<file path="src/design/stripe_pkg.sv">
package stripe_pkg;

  // ------------------------------
  // geometry
  // ------------------------------

  // bank count has to stay a power of two so the word index splits cleanly
  localparam int num_banks   = 4;
  localparam int bank_sel_w  = $clog2(num_banks);
  localparam int addr_w      = 12;
  localparam int data_w      = 32;
  localparam int strb_w      = data_w / 8;
  localparam int word_off_w  = $clog2(strb_w);
  localparam int id_w        = 4;
  // a bank sees the manager address with the bank select bits removed
  localparam int bank_addr_w = addr_w - bank_sel_w;
  localparam int word_idx_w  = addr_w - word_off_w;
  localparam int bank_word_w = bank_addr_w - word_off_w;
  localparam int bank_depth  = 2 ** bank_word_w;

  // ------------------------------
  // AXI codes
  // ------------------------------

  // awsize for a beat that fills the whole data bus
  localparam logic [2:0] full_size   = 3'(word_off_w);
  localparam logic [1:0] burst_fixed = 2'b00;
  localparam logic [1:0] burst_incr  = 2'b01;
  localparam logic [1:0] resp_okay   = 2'b00;
  localparam logic [1:0] resp_slverr = 2'b10;

  // ------------------------------
  // channel payloads
  // ------------------------------

  typedef logic [bank_sel_w-1:0] bank_sel_t;

  typedef struct packed {
    logic [id_w-1:0]   id;
    logic [addr_w-1:0] addr;
    logic [7:0]        len;
    logic [2:0]        size;
    logic [1:0]        burst;
  } axi_aw_t;

  typedef struct packed {
    logic [id_w-1:0]        id;
    logic [bank_addr_w-1:0] addr;
    logic [7:0]             len;
    logic [2:0]             size;
    logic [1:0]             burst;
  } bank_aw_t;

  typedef struct packed {
    logic [data_w-1:0] data;
    logic [strb_w-1:0] strb;
    logic              last;
  } axi_w_t;

  typedef struct packed {
    logic [id_w-1:0] id;
    logic [1:0]      resp;
  } axi_b_t;

endpackage

</file>
<file path="src/design/skid_buffer.sv">
`timescale 1ns/100ps

module skid_buffer #(
  parameter type payload_t = logic
) (
  input  logic     clk,
  input  logic     rst_n,
  input  logic     in_valid,
  input  payload_t in_data,
  output logic     in_ready,
  output logic     out_valid,
  output payload_t out_data,
  input  logic     out_ready
);

  // second slot, filled only when the output stalls while a beat arrives
  logic     skid_valid;
  payload_t skid_data;

  // in_ready comes straight from a flop so the upstream path stays short
  assign in_ready = !skid_valid;

  always_ff @(posedge clk) begin
    if (!rst_n) begin
      out_valid  <= 1'b0;
      skid_valid <= 1'b0;
    end else if (out_ready || !out_valid) begin
      // the output slot is free or drains this cycle, so refill it
      out_valid  <= skid_valid || in_valid;
      skid_valid <= 1'b0;
    end else if (in_valid && in_ready) begin
      skid_valid <= 1'b1;
    end
  end

  always_ff @(posedge clk) begin
    if (out_ready || !out_valid) begin
      // the parked beat is older and must leave first
      out_data <= skid_valid ? skid_data : in_data;
    end else if (in_valid && in_ready) begin
      skid_data <= in_data;
    end
  end

  // a stalled output must not change under the consumer
  a_out_stable : assert property (@(posedge clk) disable iff (!rst_n)
    out_valid && !out_ready |=> out_valid && $stable(out_data));

endmodule

</file>
<file path="src/design/stripe_addr_split.sv">
`timescale 1ns/100ps

module stripe_addr_split (
  input  logic [stripe_pkg::addr_w-1:0]                                   addr,
  input  logic [7:0]                                                      len,
  output stripe_pkg::bank_sel_t                                           start_idx,
  output stripe_pkg::bank_sel_t                                           end_idx,
  output logic [stripe_pkg::num_banks-1:0]                                sub_valid,
  output logic [stripe_pkg::num_banks-1:0][stripe_pkg::bank_addr_w-1:0] sub_addr,
  output logic [stripe_pkg::num_banks-1:0][7:0]                           sub_len
);
  import stripe_pkg::*;

  logic [word_idx_w-1:0] word_idx;

  assign word_idx = addr[addr_w-1:word_off_w];

  // beat k of the burst lands in bank (s + k) mod num_banks
  assign start_idx = word_idx[bank_sel_w-1:0];
  // the last beat sits len banks past the first, wrapping round the stripe
  assign end_idx   = start_idx + bank_sel_t'(len);

  always_comb begin
    bank_sel_t             offset;
    logic [word_idx_w-1:0] first_word;

    for (int i = 0; i < num_banks; i++) begin
      // offset is the beat number of this bank's first beat
      offset     = bank_sel_t'(i) - start_idx;
      first_word = word_idx + word_idx_w'(offset);
      // a bank joins only if the burst is long enough to reach it
      sub_valid[i] = 8'(offset) <= len;
      // every num_banks-th beat after the first belongs to the same bank
      sub_len[i]   = sub_valid[i] ? (len - 8'(offset)) >> bank_sel_w : 8'd0;
      // drop the bank select bits and turn the bank word back into bytes
      sub_addr[i]  = {first_word[word_idx_w-1:bank_sel_w], {word_off_w{1'b0}}};
    end
  end

endmodule

</file>
<file path="src/design/stripe_wr.sv">
`timescale 1ns/100ps

module stripe_wr (
  input  logic                                                clk,
  input  logic                                                rst_n,
  input  stripe_pkg::axi_aw_t                                 aw,
  input  logic                                                aw_valid,
  output logic                                                aw_ready,
  input  stripe_pkg::axi_w_t                                  w,
  input  logic                                                w_valid,
  output logic                                                w_ready,
  output stripe_pkg::axi_b_t                                  b,
  output logic                                                b_valid,
  input  logic                                                b_ready,
  output stripe_pkg::bank_aw_t [stripe_pkg::num_banks-1:0]    bank_aw,
  output logic [stripe_pkg::num_banks-1:0]                    bank_aw_valid,
  input  logic [stripe_pkg::num_banks-1:0]                    bank_aw_ready,
  output stripe_pkg::axi_w_t [stripe_pkg::num_banks-1:0]      bank_w,
  output logic [stripe_pkg::num_banks-1:0]                    bank_w_valid,
  input  logic [stripe_pkg::num_banks-1:0]                    bank_w_ready,
  input  stripe_pkg::axi_b_t [stripe_pkg::num_banks-1:0]      bank_b,
  input  logic [stripe_pkg::num_banks-1:0]                    bank_b_valid,
  output logic [stripe_pkg::num_banks-1:0]                    bank_b_ready
);
  import stripe_pkg::*;

  logic                                  aw_fire;
  logic                                  b_fire;
  logic [num_banks-1:0]                  split_valid;
  logic [num_banks-1:0][bank_addr_w-1:0] split_addr;
  logic [num_banks-1:0][7:0]             split_len;
  bank_sel_t                             split_start;
  bank_sel_t                             split_end;
  axi_w_t                                sb_w;
  logic                                  sb_valid;
  logic                                  sb_ready;
  logic                                  w_active;
  bank_sel_t                             w_idx;
  logic [7:0]                            w_rem;
  logic                                  fwd;
  logic [num_banks-1:0]                  b_done;
  logic [num_banks-1:0]                  b_done_next;
  bank_sel_t                             end_idx;

  assign aw_fire = aw_valid && aw_ready;
  assign b_fire  = b_valid && b_ready;

  // ------------------------------
  // AW channel
  // ------------------------------

  stripe_addr_split u_addr_split (
    .addr      (aw.addr),
    .len       (aw.len),
    .start_idx (split_start),
    .end_idx   (split_end),
    .sub_valid (split_valid),
    .sub_addr  (split_addr),
    .sub_len   (split_len)
  );

  // only one write is in flight, so aw_ready stays low from the AW to the B
  always_ff @(posedge clk) begin
    if (!rst_n) begin
      aw_ready      <= 1'b1;
      bank_aw_valid <= '0;
    end else begin
      bank_aw_valid <= bank_aw_valid & ~bank_aw_ready;
      if (aw_fire) begin
        aw_ready      <= 1'b0;
        bank_aw_valid <= split_valid;
      end else if (b_fire) begin
        aw_ready <= 1'b1;
      end
    end
  end

  always_ff @(posedge clk) begin
    if (aw_fire) begin
      end_idx <= split_end;
      for (int i = 0; i < num_banks; i++) begin
        bank_aw[i].id    <= aw.id;
        bank_aw[i].addr  <= split_addr[i];
        bank_aw[i].len   <= split_len[i];
        bank_aw[i].size  <= aw.size;
        bank_aw[i].burst <= aw.burst;
      end
    end
  end

  // ------------------------------
  // W channel
  // ------------------------------

  // beats may arrive ahead of their AW and wait here
  skid_buffer #(
    .payload_t (axi_w_t)
  ) u_w_skid (
    .clk       (clk),
    .rst_n     (rst_n),
    .in_valid  (w_valid),
    .in_data   (w),
    .in_ready  (w_ready),
    .out_valid (sb_valid),
    .out_data  (sb_w),
    .out_ready (sb_ready)
  );

  // a beat moves on when its bank's W register is empty or draining
  assign fwd      = w_active && sb_valid && (!bank_w_valid[w_idx] || bank_w_ready[w_idx]);
  assign sb_ready = fwd;

  always_ff @(posedge clk) begin
    if (!rst_n) begin
      w_active     <= 1'b0;
      w_idx        <= '0;
      bank_w_valid <= '0;
    end else begin
      bank_w_valid <= bank_w_valid & ~bank_w_ready;
      if (aw_fire) begin
        w_active <= 1'b1;
        w_idx    <= split_start;
      end else if (fwd) begin
        bank_w_valid[w_idx] <= 1'b1;
        // num_banks is a power of two so the index simply wraps
        w_idx <= w_idx + 1'b1;
        if (w_rem == 8'd0) begin
          w_active <= 1'b0;
        end
      end
    end
  end

  always_ff @(posedge clk) begin
    if (aw_fire) begin
      w_rem <= aw.len;
    end else if (fwd) begin
      w_rem <= w_rem - 8'd1;
      bank_w[w_idx].data <= sb_w.data;
      bank_w[w_idx].strb <= sb_w.strb;
      // no later beat of this burst comes back round to the same bank
      bank_w[w_idx].last <= w_rem < 8'(num_banks);
    end
  end

  // ------------------------------
  // B channel
  // ------------------------------

  // responses are always taken, so a fast bank never waits for a slow one
  assign bank_b_ready = '1;

  always_comb begin
    b_done_next = b_done;
    if (b_fire) begin
      b_done_next = '0;
    end
    // banks left out of the burst have nothing to answer
    if (aw_fire) begin
      b_done_next = ~split_valid;
    end
    b_done_next = b_done_next | (bank_b_valid & bank_b_ready);
  end

  always_ff @(posedge clk) begin
    if (!rst_n) begin
      b_done  <= '0;
      b_valid <= 1'b0;
    end else begin
      b_done  <= b_done_next;
      b_valid <= &b_done_next;
    end
  end

  // the end bank took the final beat, so its answer stands for the burst
  always_ff @(posedge clk) begin
    if (bank_b_valid[end_idx] && bank_b_ready[end_idx]) begin
      b <= bank_b[end_idx];
    end
  end

  a_full_size : assert property (@(posedge clk) disable iff (!rst_n)
    aw_valid |-> aw.size == full_size);

  // the held response info would be overwritten by a second write
  a_no_b_at_aw : assert property (@(posedge clk) disable iff (!rst_n)
    aw_fire |-> !b_valid);

endmodule

</file>
<file path="config.mk">
export PLATFORM = sky130hd
export DESIGN_NAME = stripe_wr
export DESIGN_NICKNAME = d
export VERILOG_FILES = /design/src/design/stripe_pkg.sv /design/src/design/skid_buffer.sv /design/src/design/stripe_addr_split.sv /design/src/design/stripe_wr.sv
export SDC_FILE = /design/constraint.sdc
export NUM_CORES = 1
export LEC_CHECK = 0
export BUFFER_PORTS_ARGS = -buffer_cell sky130_fd_sc_hd__buf_2
export CAP_MARGIN = 5
export CORE_MARGIN = 1.5
export CORE_UTILIZATION = 47
export DETAILED_ROUTE_END_ITERATION = 6
export GPL_ROUTABILITY_DRIVEN = 0
export PLACE_DENSITY = 0.77
export SLEW_MARGIN = 20
export SYNTH_ARGS = -nofsm -noshare
export SYNTH_HDL_FRONTEND = slang
export SYNTH_HIERARCHICAL = 1
export SYNTH_SLANG_ARGS = --single-unit
</file>
<file path="constraint.sdc">
create_clock -name clk -period 5.5 [get_ports clk]
set_input_delay 0.275 -clock clk [delete_from_list [all_inputs] [get_ports clk]]
set_output_delay 0.275 -clock clk [all_outputs]
set_load 0.005 [all_outputs]
</file>
==> metrics.txt <==
outcome=completed; max-cap violations=0; register share of total power=roughly half; Overflow after GRT=0; min Tclk post-route=2.55 ns; antenna violations before repair=2; routed length per instance=18.7 um; layout cells sized above 1=43.1%; Final Instance Count excl. Fillers=1,496; pin count of the biggest net entering global routing=54; DIE AREA=28,400 um^2; Net Sw Power=~1.2 mW; Largest delay share family, worst path=buffers and inverters; Yosys warning count=6; worst hold start=bank_b_valid[1]; CP Buf/Inv Count=3; sw frac=21.2%; Placed Instance Area=14,700 um^2; Max Fclk=0.392 GHz; Max FO, Critical Path=36; Via Count=7,589; fin crit share=46.4%; Gate Count Post-Synth=740; Max IR drop VDD=0.254 mV; vias in the first global route=7,421; setup TNS=0 ns; ANT cells=0; Synth-to-Final Area Change=27.0%; total track usage=about a fifth; TritonCTS clock tree=yes; Worst-path clk slew=0.06 ns; Post-CTS Setup Inserts=0; # DRC=0; P_leak=6.28 nW; Via density=5.07; dpl cells=around 1.4k; clock power share=just over 40%; Slew @ Worst Pin=~1.1 ns; drt total wl=27,900 um; pre-CTS setup slack=approximately 2.6 ns; PostCTS Resize Cnt=0; Die Width=about 170 um; Rows=60; skew final=about 0.021 ns; port bufs=~380; critical path launch point type=flip-flop; RSZ-0062 raised after global routing=false; Die Y=169 um; syn avg cell area=~17 um^2; Setup WS post-layout=2.95 ns; PD cells=~360 nW/um^2; Ports=384; combinational power share=~6.7%; Relative slew margins=27.5%; Max clock buf depth=3; Cell Chain, Critical Path=inv_1, o311ai_2, or3b_1, inv_1, nand2b_2, nor3b_2, buf_4; first-pass GRT wire length=41,600 um; final hold viol count=0; Slowest-stage cell, CP=o311ai_2; crit path from=w_idx[1]; nets=1,253; Worst Setup Path Type=reg -> reg; H-tree depth=2; Fin Hold WS=roughly 0.022 ns; post-route design area=16,300 um^2; First-pass DRT Iterations=4; critical path data required time=5.63 ns; clk_lat worst skew=0.51 ns; most frequent CP cell=inv_1; hold_buf cts=45; clk root buf=clkbuf_16; core area=27,000 um^2; total CTS buffers=35; final total power=5.85 mW; worst r2r src=w_idx[1]; Power Internal=4.61 mW; CTS Sinks=336; dpl hpwl=between 15,000 and 20,000 um; drt first-iter violations=498; crit end category=flip-flop; final setup violation count=0; Antenna Nets Post-Route=0; Critical Path AT=about 2.7 ns; Max Transition Viols Final=0; slowest stage delay, CP=slightly below 0.5 ns; utilization after layout=60.7%; mapped cell area=12,900 um^2; worst hold path type=in -> reg; initial core utilization=47.8%
tightest hold or removal path, cell delays in order:
cell	delay [ns]
buf_2	0.09
a211oi_1	0.05
nor2_1	0.07
metal layers:
layer  track usage (%)  vias up  wire length (um)
met5                 0        -                 7
met4              5.09        2               492
met3              5.87       46              2380
met2              33.9      347             14300
met1              22.4     3663             10700
li1                  -     3531                 -
final timing paths:
path | to | slack [ns] | cells past startpoint
max reg2reg | u_w_skid/skid_data[21] | 2.95 | 7
min reg2reg | bank_w[44] | 0.48 | 0
min | b_done[1] | 0.02 | 3
max | u_w_skid/skid_data[21] | 2.95 | 7
cell usage in the layout, fill, tap and decap left out, types with 3 or more instances in the layout:
master,n
buf_2,376
and2_1,4
o41ai_1,7
or2_2,5
mux2_2,37
nand2_1,26
o31ai_1,30
nor2b_1,6
clkinv_2,6
dlygate4sd3_1,45
or3_1,7
bufinv_16,6
xnor2_1,21
conb_1,20
dfxtp_1,18
mux4_2,7
xor2_1,7
clkinv_1,4
and2_2,4
o21ai_0,21
nor3_1,8
clkbuf_16,35
nand2b_1,5
clkbuf_1,7
inv_1,13
a21oi_1,11
nand3_1,4
buf_4,3
edfxtp_1,317
a211oi_1,3
nand4_1,4
or3b_1,3
nor2_1,22
ha_1,17
nand3b_1,6
cell type report:
class                      instances  area, um^2
fill                            1932       10600
sequential                       336        9900
multi-input combinational        318        2420
timing repair buffer             424        2350
clock buffer                      42         902
tap                              341         427
clock inverter                    21         289
inverter                          14        53.8
power by group through the flow:
| stage | clock, mW | sequential (mW) | combinational, mW |
|---|---|---|---|
| 2_1_floorplan | 0 | 3.07 | 0.227 |
| 3_3_place_gp | 0 | 3.08 | 0.355 |
| 3_5_place_dp | 0 | 3.08 | 0.365 |
| 4_1_cts | 2.46 | 3.03 | 0.395 |
| 5_1_grt | 2.56 | 3.04 | 0.433 |
| 6_report | 2.42 | 3.03 | 0.393 |
state kept, by name (all words and copies together), names as in the netlist, 4 cells and up:
name,flops
bank_w,148
b_done,4
b,6
u_w_skid/out_data,36
u_w_skid/skid_data,36
bank_w_valid,4
w_rem,8
bank_aw,81
bank_aw_valid,4
Power figures use the tool's default switching activity.
